**src/design/ex_macros.svh**
```systemverilog
/*
  Global widths for the execute stage.
  RV32 only, so XLEN is fixed at 32 and the lane count at 4.
  The byte-lane logic expects MEM_UNIT * 8 == XLEN.
*/
`ifndef EX_MACROS_SVH
`define EX_MACROS_SVH

// ----------------------------------------------------------------------
// datapath
// ----------------------------------------------------------------------
`define XLEN        32  // data and address width

`define REG_ADDR_W  5   // x0..x31

// ----------------------------------------------------------------------
// memory and shifter
// ----------------------------------------------------------------------
`define MEM_UNIT    4   // byte lanes per word

// low bits of op2 used as shift amount
`define SHAMT_W     5

`endif

```
**src/design/rv_isa_pkg.sv**
```systemverilog
/*
  RV32I base encodings as seen by the execute stage.
  M-extension only as a funct7 value so its encodings can be rejected.
  inst_t uses the R-type field layout; other formats slice the raw word.
*/
`default_nettype none

`include "ex_macros.svh"

package rv_isa_pkg;

    typedef logic [`XLEN-1:0]       word_t;
    typedef logic [`REG_ADDR_W-1:0] reg_addr_t;

    // major opcodes, inst[6:0]
    typedef enum logic [6:0] {
        OPC_I      = 7'b0010011,  // register-immediate alu
        OPC_R      = 7'b0110011,  // register-register alu and muldiv
        OPC_JAL    = 7'b1101111,
        OPC_JALR   = 7'b1100111,
        OPC_BRANCH = 7'b1100011,
        OPC_LUI    = 7'b0110111,
        OPC_AUIPC  = 7'b0010111,
        OPC_LOAD   = 7'b0000011,
        OPC_STORE  = 7'b0100011
    } opcode_e;

    // 32-bit instruction word
    typedef struct packed {
        logic [6:0] funct7;
        logic [4:0] rs2;
        logic [4:0] rs1;
        logic [2:0] funct3;
        logic [4:0] rd;
        opcode_e    opcode;
    } inst_t;

    // ----------------------------------------------------------------------
    // funct3 per instruction group
    // ----------------------------------------------------------------------
    // alu, shared by OPC_I and OPC_R
    localparam logic [2:0] F3_ADD_SUB = 3'b000;
    localparam logic [2:0] F3_SLL     = 3'b001;
    localparam logic [2:0] F3_SLT     = 3'b010;
    localparam logic [2:0] F3_SLTU    = 3'b011;
    localparam logic [2:0] F3_XOR     = 3'b100;
    localparam logic [2:0] F3_SRL_SRA = 3'b101;
    localparam logic [2:0] F3_OR      = 3'b110;
    localparam logic [2:0] F3_AND     = 3'b111;

    // branches
    localparam logic [2:0] F3_BEQ  = 3'b000;
    localparam logic [2:0] F3_BNE  = 3'b001;
    localparam logic [2:0] F3_BLT  = 3'b100;
    localparam logic [2:0] F3_BGE  = 3'b101;
    localparam logic [2:0] F3_BLTU = 3'b110;
    localparam logic [2:0] F3_BGEU = 3'b111;

    // stores
    localparam logic [2:0] F3_SB = 3'b000;
    localparam logic [2:0] F3_SH = 3'b001;
    localparam logic [2:0] F3_SW = 3'b010;

    // funct7
    localparam logic [6:0] FUNCT7_BASE   = 7'b0000000;
    localparam logic [6:0] FUNCT7_ALT    = 7'b0100000;  // sub, sra
    localparam logic [6:0] FUNCT7_MULDIV = 7'b0000001;

endpackage

`default_nettype wire

```
**src/design/ex_pkg.sv**
```systemverilog
/*
  Bundles crossing the execute stage boundary.
  All output bundles are all-zero when idle; consumers may rely on it.
  The fetch side adds jump base and offset itself.
*/
`default_nettype none

`include "ex_macros.svh"

package ex_pkg;

    import rv_isa_pkg::*;

    // from the decode stage, one per clock
    typedef struct packed {
        logic      valid;
        inst_t     inst;
        word_t     instaddr;
        word_t     rs1_data;
        word_t     rs2_data;
        word_t     op1;       // decoder-selected operands
        word_t     op2;
        logic      regs_wen;
        reg_addr_t rd_addr;
    } ex_in_t;

    // ----------------------------------------------------------------------
    // stage outputs
    // ----------------------------------------------------------------------
    typedef struct packed {
        logic      wen;
        reg_addr_t rd_addr;
        word_t     rd_data;
    } wb_t;

    typedef struct packed {
        logic                 cs;
        logic                 we;
        logic [`MEM_UNIT-1:0] wem;   // byte lane write mask
        word_t                din;
        word_t                addr;
    } mem_req_t;

    typedef struct packed {
        logic  en;
        word_t base;
        word_t ofst;
    } jump_t;

    // op1 vs op2, shared by slt and branches
    typedef struct packed {
        logic eq;
        logic lt_s;
        logic lt_u;
    } cmp_flags_t;

endpackage

`default_nettype wire

```
**src/design/ex_alu.sv**
```systemverilog
/*
  Integer ALU of the execute stage, purely combinational.
  One adder serves alu ops, links, lui/auipc and the load/store address.
  M-extension encodings give rd_data of zero; wen still follows the input.
*/
`timescale 1ns/1ps
`default_nettype none

`include "ex_macros.svh"

module ex_alu
    import rv_isa_pkg::*;
    import ex_pkg::*;
(
    input  ex_in_t     ex_in_i,
    output wb_t        wb_o,
    output word_t      sum_o,
    output cmp_flags_t cmp_o
);

    word_t               op1;
    word_t               op2;
    logic [`SHAMT_W-1:0] shamt;

    word_t op_sum;
    word_t op_diff;
    word_t op_or;
    word_t op_xor;
    word_t op_and;
    word_t sl_shift;
    word_t sr_shift;
    word_t sr_mask;
    word_t sra_shift;

    logic  is_r;
    logic  funct7_alt;   // funct7 not zero, sub or sra
    word_t rd_data;

    assign op1   = ex_in_i.op1;
    assign op2   = ex_in_i.op2;
    assign shamt = op2[`SHAMT_W-1:0];

    // ----------------------------------------------------------------------
    // shared operators
    // ----------------------------------------------------------------------
    assign op_sum  = op1 + op2;
    assign op_diff = op1 - op2;
    assign op_or   = op1 | op2;
    assign op_xor  = op1 ^ op2;
    assign op_and  = op1 & op2;

    assign sl_shift  = op1 << shamt;
    assign sr_shift  = op1 >> shamt;
    assign sr_mask   = {`XLEN{1'b1}} >> shamt;
    // fill vacated msbs with the sign bit
    assign sra_shift = sr_shift | ({`XLEN{op1[`XLEN-1]}} & ~sr_mask);

    assign cmp_o.eq   = (op1 == op2);
    assign cmp_o.lt_s = ($signed(op1) < $signed(op2));
    assign cmp_o.lt_u = (op1 < op2);

    // ----------------------------------------------------------------------
    // result select
    // ----------------------------------------------------------------------
    assign is_r       = (ex_in_i.inst.opcode == OPC_R);
    assign funct7_alt = (ex_in_i.inst.funct7 != FUNCT7_BASE);

    always_comb begin
        rd_data = '0;
        case (ex_in_i.inst.opcode)
            OPC_I, OPC_R: begin
                if (!(is_r && ex_in_i.inst.funct7 == FUNCT7_MULDIV)) begin
                    case (ex_in_i.inst.funct3)
                        F3_ADD_SUB: rd_data = (is_r && funct7_alt) ? op_diff : op_sum;
                        F3_SLL:     rd_data = sl_shift;
                        F3_SLT:     rd_data = {{(`XLEN-1){1'b0}}, cmp_o.lt_s};
                        F3_SLTU:    rd_data = {{(`XLEN-1){1'b0}}, cmp_o.lt_u};
                        F3_XOR:     rd_data = op_xor;
                        F3_SRL_SRA: rd_data = funct7_alt ? sra_shift : sr_shift;
                        F3_OR:      rd_data = op_or;
                        F3_AND:     rd_data = op_and;
                        default:    rd_data = '0;
                    endcase
                end
            end
            // link value and upper immediates come pre-formed in op1/op2
            OPC_JAL, OPC_JALR, OPC_LUI, OPC_AUIPC: rd_data = op_sum;
            default: rd_data = '0;
        endcase
    end

    assign wb_o.wen     = ex_in_i.regs_wen;
    assign wb_o.rd_addr = ex_in_i.rd_addr;
    assign wb_o.rd_data = rd_data;

    assign sum_o = op_sum;  // effective address for the lsu

endmodule

`default_nettype wire

```
**src/design/ex_branch.sv**
```systemverilog
/*
  Jump and branch resolution, combinational.
  Only base and offset are produced; the target add is left to fetch.
  Branch conditions come from the ALU compare flags on op1 and op2.
*/
`timescale 1ns/1ps
`default_nettype none

`include "ex_macros.svh"

module ex_branch
    import rv_isa_pkg::*;
    import ex_pkg::*;
(
    input  ex_in_t     ex_in_i,
    input  cmp_flags_t cmp_i,
    output jump_t      jump_o
);

    logic [31:0] iw;       // raw instruction bits
    word_t       imm_i;
    word_t       imm_b;
    word_t       imm_j;
    jump_t       jump;

    assign iw = ex_in_i.inst;

    // ----------------------------------------------------------------------
    // sign-extended immediates
    // ----------------------------------------------------------------------
    assign imm_i = {{(`XLEN-12){iw[31]}}, iw[31:20]};

    assign imm_b = {{(`XLEN-13){iw[31]}}, iw[31], iw[7], iw[30:25], iw[11:8], 1'b0};

    assign imm_j = {{(`XLEN-21){iw[31]}}, iw[31], iw[19:12], iw[20], iw[30:21], 1'b0};

    // ----------------------------------------------------------------------
    // decision
    // ----------------------------------------------------------------------
    always_comb begin
        jump = '0;
        case (ex_in_i.inst.opcode)
            OPC_JAL: begin
                jump.en   = 1'b1;
                jump.base = ex_in_i.instaddr;
                jump.ofst = imm_j;
            end
            OPC_JALR: begin
                jump.en   = 1'b1;
                jump.base = ex_in_i.rs1_data;
                jump.ofst = imm_i;
            end
            OPC_BRANCH: begin
                // base/ofst are driven even when not taken
                jump.base = ex_in_i.instaddr;
                jump.ofst = imm_b;
                case (ex_in_i.inst.funct3)
                    F3_BEQ:  jump.en = cmp_i.eq;
                    F3_BNE:  jump.en = ~cmp_i.eq;
                    F3_BLT:  jump.en = cmp_i.lt_s;
                    F3_BGE:  jump.en = ~cmp_i.lt_s;
                    F3_BLTU: jump.en = cmp_i.lt_u;
                    F3_BGEU: jump.en = ~cmp_i.lt_u;
                    default: begin
                        jump = '0;   // reserved funct3
                    end
                endcase
            end
            default: jump = '0;
        endcase
    end

    assign jump_o = jump;

endmodule

`default_nettype wire

```
**src/design/ex_lsu_req.sv**
```systemverilog
/*
  Load/store request builder, combinational.
  Store data is placed on its byte lanes here; the memory stores per wem.
  Misaligned halves go to the upper lanes; no misalignment trap exists.
  Loads return data elsewhere, this block only issues the address.
*/
`timescale 1ns/1ps
`default_nettype none

`include "ex_macros.svh"

module ex_lsu_req
    import rv_isa_pkg::*;
    import ex_pkg::*;
(
    input  ex_in_t   ex_in_i,
    input  word_t    addr_i,     // op1 + op2 from the alu adder
    output mem_req_t mem_o
);

    localparam int HALF_W = `XLEN / 2;
    localparam int HALF_L = `MEM_UNIT / 2;

    logic [1:0] lane;
    mem_req_t   req;

    assign lane = addr_i[1:0];

    always_comb begin
        req = '0;
        case (ex_in_i.inst.opcode)
            OPC_LOAD: begin
                req.cs   = 1'b1;
                req.addr = addr_i;  // we and wem stay low
            end
            OPC_STORE: begin
                req.cs   = 1'b1;
                req.we   = 1'b1;
                req.addr = addr_i;
                case (ex_in_i.inst.funct3)
                    F3_SB: begin
                        // byte moves to lane addr[1:0]
                        req.din = word_t'(ex_in_i.rs2_data[7:0]) << {lane, 3'b000};
                        req.wem = `MEM_UNIT'(1) << lane;
                    end
                    F3_SH: begin
                        if (lane == 2'b00) begin
                            req.din = word_t'(ex_in_i.rs2_data[HALF_W-1:0]);
                            req.wem = {{HALF_L{1'b0}}, {HALF_L{1'b1}}};
                        end else begin
                            req.din = word_t'(ex_in_i.rs2_data[HALF_W-1:0]) << HALF_W;
                            req.wem = {{HALF_L{1'b1}}, {HALF_L{1'b0}}};
                        end
                    end
                    F3_SW: begin
                        req.din = ex_in_i.rs2_data;
                        req.wem = {`MEM_UNIT{1'b1}};
                    end
                    default: begin
                        // unknown width, cs/we stay up with nothing written
                        req.din = '0;
                        req.wem = '0;
                    end
                endcase
            end
            default: req = '0;
        endcase
    end

    assign mem_o = req;

endmodule

`default_nettype wire

```
**src/design/ex_stage_reg.sv**
```systemverilog
/*
  Stage boundary register for any packed bundle type.
  Loads zero whenever valid_i is low, so a bubble reads as all-zero.
*/
`timescale 1ns/1ps
`default_nettype none

module ex_stage_reg #(
    parameter type T = logic
) (
    input  logic clk,
    input  logic arst_n_i,
    input  logic valid_i,
    input  T     d_i,
    output T     q_o
);

    always_ff @(posedge clk or negedge arst_n_i) begin
        if (!arst_n_i) begin
            q_o <= '0;
        end else if (valid_i) begin
            q_o <= d_i;
        end else begin
            q_o <= '0;  // bubble
        end
    end

endmodule

`default_nettype wire

```
**src/design/ex_top.sv**
```systemverilog
/*
  Execute stage of a small RV32I core, one instruction per clock.
  No stall or back-pressure; every result appears one cycle after input.
  Multiply/divide is not supported.
*/
`timescale 1ns/1ps
`default_nettype none

module ex_top
    import rv_isa_pkg::*;
    import ex_pkg::*;
(
    input  logic     clk,
    input  logic     arst_n_i,
    input  ex_in_t   ex_in_i,
    output wb_t      wb_o,
    output mem_req_t mem_req_o,
    output jump_t    jump_o
);

    wb_t        wb_d;
    mem_req_t   mem_d;
    jump_t      jump_d;
    word_t      alu_sum;    // shared adder output
    cmp_flags_t alu_cmp;

    // ----------------------------------------------------------------------
    // combinational units
    // ----------------------------------------------------------------------
    ex_alu u_alu (
        .ex_in_i (ex_in_i),
        .wb_o    (wb_d),
        .sum_o   (alu_sum),
        .cmp_o   (alu_cmp)
    );

    ex_branch u_branch (
        .ex_in_i (ex_in_i),
        .cmp_i   (alu_cmp),
        .jump_o  (jump_d)
    );

    ex_lsu_req u_lsu_req (
        .ex_in_i (ex_in_i),
        .addr_i  (alu_sum),
        .mem_o   (mem_d)
    );

    // ----------------------------------------------------------------------
    // stage boundary
    // ----------------------------------------------------------------------
    ex_stage_reg #(.T(wb_t)) u_wb_reg (
        .clk      (clk),
        .arst_n_i (arst_n_i),
        .valid_i  (ex_in_i.valid),
        .d_i      (wb_d),
        .q_o      (wb_o)
    );

    ex_stage_reg #(.T(mem_req_t)) u_mem_reg (
        .clk      (clk),
        .arst_n_i (arst_n_i),
        .valid_i  (ex_in_i.valid),
        .d_i      (mem_d),
        .q_o      (mem_req_o)
    );

    ex_stage_reg #(.T(jump_t)) u_jump_reg (
        .clk      (clk),
        .arst_n_i (arst_n_i),
        .valid_i  (ex_in_i.valid),
        .d_i      (jump_d),
        .q_o      (jump_o)
    );

endmodule

`default_nettype wire

```
**config.mk**
```make
export PLATFORM = sky130hd
export DESIGN_NAME = ex_top
export DESIGN_NICKNAME = d
export VERILOG_FILES = /design/src/design/rv_isa_pkg.sv /design/src/design/ex_pkg.sv /design/src/design/ex_alu.sv /design/src/design/ex_branch.sv /design/src/design/ex_lsu_req.sv /design/src/design/ex_stage_reg.sv /design/src/design/ex_top.sv
export VERILOG_INCLUDE_DIRS = /design/src /design/src/design
export SDC_FILE = /design/constraint.sdc
export NUM_CORES = 1
export LEC_CHECK = 0
export ABC_CLOCK_PERIOD_IN_PS = 800
export BUFFER_PORTS_ARGS = -buffer_cell sky130_fd_sc_hd__buf_2
export CELL_PAD_IN_SITES_DETAIL_PLACEMENT = 2
export CELL_PAD_IN_SITES_GLOBAL_PLACEMENT = 2
export CORE_ASPECT_RATIO = 1.25
export CORE_UTILIZATION = 29
export DETAILED_ROUTE_END_ITERATION = 8
export PLACE_DENSITY_LB_ADDON = 0.2
export RECOVER_POWER = 50
export SYNTH_ARGS = -nofsm -noshare
export SYNTH_HDL_FRONTEND = slang
export SYNTH_SLANG_ARGS = --single-unit
```
**constraint.sdc**
```tcl
create_clock -name clk -period 0.8 [get_ports clk]
set_clock_uncertainty 0.15 [all_clocks]
set_input_delay 0 -clock clk [delete_from_list [all_inputs] [get_ports clk]]
set_output_delay 0 -clock clk [all_outputs]
set_load 0.02 [all_outputs]
```
==> impl_metrics.csv, run 1 <==
group,metric,value,unit
status,stop_error,"[ERROR DPL-0033] detailed placement checks failed during check placement.",
floorplan,initial_core_util,29.5,%
clock_network,clock_tree.buffer_depth,2,
place,io_buffers,373,
floorplan,fp.dieH,259,um
floorplan,pin_count,374,
yosys,netlist_area,15300,um^2
yosys,synth_top_area_share,26.6,%
yosys,yosysUniqueCellTypes,82,
yosys,syn_nets,2198,
yosys,synth-edff-count,0,
yosys,synthCells,1898,
place,routabilityCongestion,1.00,
yosys,syn_avg_cell_area,8.04,um^2
place,hpwl,85.4,mm
clock_network,hold_buffers,117,
yosys,synth_ff_type,"dfrtp_1",
yosys,synthArstFlopShare,100,%
clock_network,cts_buffers,17,
yosys,synth_area_leaders,"dfrtp_1, ha_1, nor2_1",
status,outcome,"aborted with a tool error",
status,stop_stage,"clock tree synthesis (4_1_cts)",
floorplan,rows,93,
yosys,ys_seq_area_share,26.6,%
floorplan,die_w,207,um
clock_network,cts-resized-gates,910,
clock_network,htreeDepth,4,
clock_network,post-cts-setup-buffers,153,
yosys,yosys_register_bits,162,
clock_network,clock_sink_count,162,
yosys,synth.yosys.warnings,0,
clock_network,root_buffer,"clkbuf_16",
yosys,synth_area_leader_cell,"dfrtp_1",
[synthesized netlist by cell type, drive strengths merged (27+ instances only)]
library cell / instances
nor3: 27
a22oi: 43
inv: 102
xnor2: 35
nand2: 146
a211oi: 31
ha: 97
mux4: 41
clkbuf: 104
and2: 38
a21oi: 150
o21ai: 153
dfrtp: 162
buf: 46
mux2i: 45
nor2: 255
[logic make-up after synthesis]
family          after synthesis  synth area share (%)
buf+inv                     254                  6.76
simple gates                584                  17.1
flops                       162                  26.6
fa+ha+maj                    99                  8.21
compound gates              641                  27.8
xor+xnor                     46                  2.64
mux                         112                  10.9
[per-stage QoR]
step                setup slack [ns]  cells  cell area, um^2  hold slack [ns]
floorplan                      -2.01   1898            16500           -0.446
detailed placement             -2.46   3498            23800           -0.301
global placement               -2.45   3498            23800           -0.300
==> inputs of run 2 (changes only) <==
--- a/config.mk
+++ b/config.mk
@@ -6,14 +6,11 @@
 export SDC_FILE = /design/constraint.sdc
 export NUM_CORES = 1
 export LEC_CHECK = 0
-export ABC_CLOCK_PERIOD_IN_PS = 800
+export ABC_CLOCK_PERIOD_IN_PS = 1050
 export BUFFER_PORTS_ARGS = -buffer_cell sky130_fd_sc_hd__buf_2
-export CELL_PAD_IN_SITES_DETAIL_PLACEMENT = 2
-export CELL_PAD_IN_SITES_GLOBAL_PLACEMENT = 2
-export CORE_ASPECT_RATIO = 1.25
-export CORE_UTILIZATION = 29
+export CORE_UTILIZATION = 35
 export DETAILED_ROUTE_END_ITERATION = 8
-export PLACE_DENSITY_LB_ADDON = 0.2
+export PLACE_DENSITY_LB_ADDON = 0.15
 export RECOVER_POWER = 50
 export SYNTH_ARGS = -nofsm -noshare
 export SYNTH_HDL_FRONTEND = slang
==> constraint.sdc (replaced) <==
create_clock -name clk -period 1.05 [get_ports clk]
set_clock_uncertainty 0.15 [all_clocks]
set_input_delay 0 -clock clk [delete_from_list [all_inputs] [get_ports clk]]
set_output_delay 0 -clock clk [all_outputs]
set_load 0.02 [all_outputs]
==> impl_metrics.csv, run 2 <==
group,metric,value,unit
status,outcome,"complete, but fails checks",
status,violations,"negative hold slack, negative setup slack",
layout,area_growth,93.9,%
clock_network,cts_buffers,17,
critical_path,critPathRequiredTime,1.23,ns
yosys,syn_avg_cell_area,8.04,um^2
clock_network,root_buffer,"clkbuf_16",
yosys,yosysUniqueCellTypes,82,
layout,reg_top3,"u_mem_reg.q_o (70), u_jump_reg.q_o (54), u_wb_reg.q_o (38)",
layout,drive_above_1_share,54.2,%
timing,rsz0062_at_grt,"yes",
layout,largest_register,"u_mem_reg.q_o",
drt,drc,0,
clock_network,cts_tree,"yes",
timing,drv_slew,0,
critical_path,crit_type,"primary input to flip-flop",
floorplan,pin_count,374,
critical_path,crit_fanout,4,
drt,wl_per_cell,25.2,um
yosys,synth-edff-count,0,
yosys,synth_area_leaders,"dfrtp_1, ha_1, nor2_1",
critical_path,end_kind,"flip-flop",
timing,maxSlewHeadroom,47.8,%
timing,finalHoldViolCount,1,
clock_network,clk_pin_slew_worst_paths,0.07,ns
timing,holdWs,-0.208,ns
power,p_sw,9.33,mW
drt,routed_wl,91.7,mm
grt,grt_pass1_wl,126,mm
yosys,yosysMostFrequentCell,"nor2_1",
critical_path,cp_slowest_cell,"or4_4",
layout,final_cell_mix,"buf_4, buf_6, nor2_1",
floorplan,fp.dieH,211,um
grt,grt_pass1_vias,20300,
critical_path,cpPeakStageDelay,0.53,ns
job,cap_violations,0,
floorplan,die_area,44500,um^2
power,combPwrFrac,50.3,%
critical_path,critPathArrivalTime,2.68,ns
floorplan,initial_core_util,35.4,%
timing,min_period,2.49,ns
power,p_per_area,836,nW/um^2
critical_path,crit_chain,"buf_2, inv_1, ha_4, o21a_1, o21ai_0, o221ai_2, or4_4, a31o_4, a211o_1, o21ai_2, nor2_1, a211o_1",
grt,busiest_layer,"met2",
grt,use_met3,5.55,%
clock_network,clock_tree.buffer_depth,2,
yosys,ys_seq_area_share,26.6,%
drt,dr.pass1.iters,6,
layout,largest_reg_flops,70,
clock_network,htreeDepth,4,
power,p_int,15.4,mW
place,routabilityCongestion,1.08,
critical_path,crit_path_start_kind,"primary input",
place,io_buffers,373,
timing,fmax,401,MHz
timing,min_period_over_period,238,%
drt,drt-vias-per-instance,5.79,
hold_path,min_path_type,"primary input to flip-flop",
power,swShare,37.7,%
grt,grtUsageMet2,61.3,%
layout,final_common_cell,"buf_4",
yosys,synth.yosys.warnings,0,
timing,fin_ws,-1.44,ns
yosys,yosys_register_bits,162,
drt,num_vias,21000,
yosys,synthCells,1898,
grt,met1_usage,48.3,%
layout,final_nets,3329,
yosys,syn_nets,2198,
critical_path,cp_num_buf_inv,2,
drt,ant_nets,0,
grt,track_usage,37.8,%
grt,overflow,0,
yosys,synth_top_area_share,26.6,%
grt,grt_max_degree,79,
clock_network,clock_sink_count,162,
yosys,netlist_area,15300,um^2
floorplan,die_w,211,um
yosys,synth_ff_type,"dfrtp_1",
floorplan,rows,76,
grt,antenna_found_initial,6,
yosys,synthArstFlopShare,100,%
timing,fin_setup_tns,-106.90,ns
power,power.ir.vdd_worst,0.00118,V
yosys,synth_area_leader_cell,"dfrtp_1",
power,leakagePower,13.5,nW
drt,drt_iter0_markers,2320,
floorplan,core-area,43100,um^2
critical_path,cp_common_cell,"a211o_1",
yosys,synth_common_cells,"nor2_1, dfrtp_1, a21oi_1",
timing,setup_violations,325,
timing,tightest_slew,0.784,ns
place,hpwl,66.5,mm
critical_path,cp_top_family,"compound AO/OA/AOI/OAI gates",
power,pwr-share-clk,24.3,%
power,p_seq_share,25.4,%
run 2: cell counts after synthesis:
Identical to the previous run, type by type.
run 2: path summary, 6_finish.rpt:
path | to | slack [ns] | from | cells past startpoint
setup / recovery | u_wb_reg.q_o[23] | -1.44 | ex_in_i[46] | 12
hold / removal | u_mem_reg.q_o[68] | -0.21 | ex_in_i[171] | 3
max in group asynchronous | u_jump_reg.q_o[15] | -0.01 | arst_n_i | 3
min in group asynchronous | u_mem_reg.q_o[14] | 0.20 | arst_n_i | 3
run 2: stage by stage:
stage | std cells | total power [mW] | util, % | setup WS (ns) | cell area (um^2)
floorplan | 1898 | 10.7 | - | -1.76 | 16400
global placement | 3361 | 15.6 | 53.5 | -2.14 | 23000
detailed placement | 3361 | 15.7 | 53.5 | -2.16 | 23000
CTS | 3571 | 23.4 | 62.8 | -1.47 | 27000
global route | 3629 | 25.6 | 68.7 | -1.50 | 29600
finish | 3631 | 24.8 | 68.7 | -1.44 | 29600
run 2: cells by family (layout without fill, tap and decap cells):
family,after synthesis,after routing,synth area share [%]
simple gates,584,587,17.1
buf+inv,254,1395,6.76
mux,112,112,10.9
flops,162,162,26.6
fa+ha+maj,99,99,8.21
other cells,0,4,0
xor+xnor,46,46,2.64
compound gates,641,641,27.8
run 2: area by class of cell:
cell class                      count  area [um^2]
Fill cell                        3355        13500
Sequential cell                   162         4060
Inverter                          104          470
Tap cell                          585          732
Multi-Input combinational cell   1485        12800
Clock inverter                     15          121
Timing Repair Buffer             1259        11000
Antenna cell                        4         10.0
Clock buffer                       17          425
run 2: what timing repair did:
item / in CTS / in global routing
hold buffers: 130 / 1
gates cloned: 4 / 6
resized for setup: 410 / 592
setup endpoints to repair: 324 / 331
setup buffers: 55 / 66
pin swaps: 147 / 187
hold endpoints to repair: 259 / 12
run 2: routing by layer:
layer  up-vias  share of wire, %  wire length, um
met5         -             0.033               30
met4         4               6.4             5900
met3       321               8.3             7570
met2      1246                46            42100
met1     10300                39            36100
li1       9193                 -                -
run 2: power by group through the flow:
stage | clock (mW) | combinational (mW) | sequential (mW)
after floorplan | 0 | 4.24 | 6.45
after global placement | 0 | 9.24 | 6.40
after detailed placement | 0 | 9.31 | 6.40
after CTS | 5.97 | 11.1 | 6.28
after global routing | 6.31 | 13.0 | 6.29
final | 6.02 | 12.5 | 6.29
Note: power is estimated with default switching activity, not from simulation.
==> inputs of run 3 (changes only) <==
--- a/config.mk
+++ b/config.mk
@@ -12,6 +12,7 @@
 export DETAILED_ROUTE_END_ITERATION = 8
 export PLACE_DENSITY_LB_ADDON = 0.15
 export RECOVER_POWER = 50
+export SETUP_SLACK_MARGIN = 0.15
 export SYNTH_ARGS = -nofsm -noshare
 export SYNTH_HDL_FRONTEND = slang
 export SYNTH_SLANG_ARGS = --single-unit
==> impl_metrics.csv, run 3 (synthesized netlist as in run 2, its figures left out) <==
group,metric,value,unit
grt,antenna_found_initial,8,
critical_path,end_kind,"flip-flop",
drt,drc,0,
drt,drt_iter0_markers,2036,
floorplan,die_w,211,um
timing,min_period_over_period,244,%
floorplan,core-area,43100,um^2
power,combPwrFrac,50.6,%
floorplan,rows,76,
timing,finalHoldViolCount,24,
power,p_int,15.8,mW
drt,routed_wl,93.9,mm
timing,rsz0062_at_grt,"yes",
power,finalPower,25.5,mW
power,leakagePower,13.8,nW
critical_path,critPathRequiredTime,1.24,ns
timing,fmax,390,MHz
grt,grt_max_degree,79,
status,outcome,"complete, but fails checks",
power,p_per_area,839,nW/um^2
critical_path,critPathArrivalTime,2.76,ns
clock_network,clock_tree.buffer_depth,2,
layout,area_growth,98.8,%
drt,dr.pass1.iters,9,
drt,wl_per_cell,25.7,um
timing,drv_slew,0,
place,placed_area,23000,um^2
place,post-place-ws,-2.20,ns
clock_network,clk_pin_slew_worst_paths,0.08,ns
clock_network,htreeDepth,4,
grt,overflow,0,
floorplan,fp.dieH,211,um
critical_path,crit_type,"primary input to flip-flop",
hold_path,min_path_type,"primary input to flip-flop",
drt,ant_nets,0,
layout,largest_register,"u_mem_reg.q_o",
timing,fin_ws,-1.51,ns
timing,setup_violations,322,
layout,final_common_cell,"buf_4",
status,violations,"negative hold slack, negative setup slack",
layout,final_nets,3343,
layout,reg_top3,"u_mem_reg.q_o (70), u_jump_reg.q_o (54), u_wb_reg.q_o (38)",
grt,track_usage,39.0,%
place,hpwl,68.2,mm
power,swShare,37.9,%
layout,nFillCells,3308,
timing,tightest_slew,0.721,ns
layout,fin_cells,3647,
grt,grt_pass1_vias,20100,
floorplan,die_area,44500,um^2
drt,num_vias,21000,
layout,largest_reg_flops,70,
drt,drt-vias-per-instance,5.76,
clock_network,root_buffer,"clkbuf_16",
job,cap_violations,0,
power,pwr-share-clk,24.7,%
timing,holdWs,-0.320,ns
power,p_seq_share,24.7,%
clock_network,cts_tree,"yes",
grt,grt_pass1_wl,128,mm
layout,drive_above_1_share,55.5,%
floorplan,pin_count,374,
critical_path,crit_fanout,3,
power,power.ir.vdd_worst,0.00126,V
layout,final_cell_mix,"buf_4, buf_6, nor2_1",
place,io_buffers,373,
layout,stdcell_area,30400,um^2
floorplan,initial_core_util,35.4,%
place,routabilityCongestion,1.04,
timing,maxSlewHeadroom,51.8,%
critical_path,crit_path_start_kind,"primary input",
clock_network,cts_buffers,17,
place,dpl.cell_count,3343,
timing,min_period,2.56,ns
layout,final_util,70.5,%
timing,fin_setup_tns,-115.27,ns
power,p_sw,9.65,mW
clock_network,clock_sink_count,162,
run 3: cell types whose count changed in the layout (fill, tap and decap cells not counted), sizes merged:
cell,before,now
bufbuf,0,4
diode,4,6
nor2,257,256
inv,110,112
dlymetal6s4s,1,0
buf,1122,1136
clkinv,8,6
dlygate4sd3,129,128
clkbuf,24,23
run 3: cell type report:
| type | instances | area, um^2 | area share (%) |
|---|---|---|---|
| Clock inverter | 15 | 155 | 0.511 |
| Antenna cell | 6 | 15.0 | 0.0495 |
| Timing Repair Buffer | 1274 | 11400 | 37.6 |
| Sequential cell | 162 | 4060 | 13.4 |
| Tap cell | 585 | 732 | 2.41 |
| Inverter | 104 | 490 | 1.62 |
| Multi-Input combinational cell | 1484 | 13100 | 43.1 |
| Clock buffer | 17 | 425 | 1.40 |
run 3: per-layer routing:
metal	vias to the layer above	GRT usage, %	part of all wire [%]
met5	-	0	0.021
met4	4	20.6	6.0
met3	273	5.86	7.4
met2	1185	63.6	47
met1	10300	49.8	40
li1	9234	-	-
run 3: power groups by stage:
stage / Combinational [mW] / Clock, mW / Sequential [mW]
global route: 13.4 / 6.59 / 6.29
CTS: 11.4 / 6.28 / 6.28
detailed placement: 9.30 / 0 / 6.40
global placement: 9.24 / 0 / 6.40
finish: 12.9 / 6.28 / 6.29
floorplan: 4.24 / 0 / 6.45
run 3: timing repair:
action,in CTS,in global routing
setup endpoints to repair,327,333
hold buffers,129,1
cloned,6,6
pin swaps,146,159
buffers inserted,66,60
hold endpoints to repair,259,34
resized for setup,425,631
run 3: path summary, 6_finish.rpt:
path / startpoint / end / slack (ns) / depth (start not counted)
worst max-delay path: ex_in_i[12] / u_wb_reg.q_o[23] / -1.51 / 14
worst min-delay path: ex_in_i[171] / u_mem_reg.q_o[68] / -0.32 / 2
max in group asynchronous: arst_n_i / u_wb_reg.q_o[11] / 0.09 / 3
min in group asynchronous: arst_n_i / u_jump_reg.q_o[2] / -0.03 / 2
run 3: critical path: stages:
cell and delay, ns:
buf_8 0.10, inv_6 0.05, ha_4 0.19, buf_4 0.13
buf_8 0.11, and4_1 0.19, nand3_2 0.10, nor4_2 0.06
buf_4 0.16, or4_4 0.56, a31o_4 0.26, a211o_1 0.30
a32o_1 0.27, a211o_1 0.27
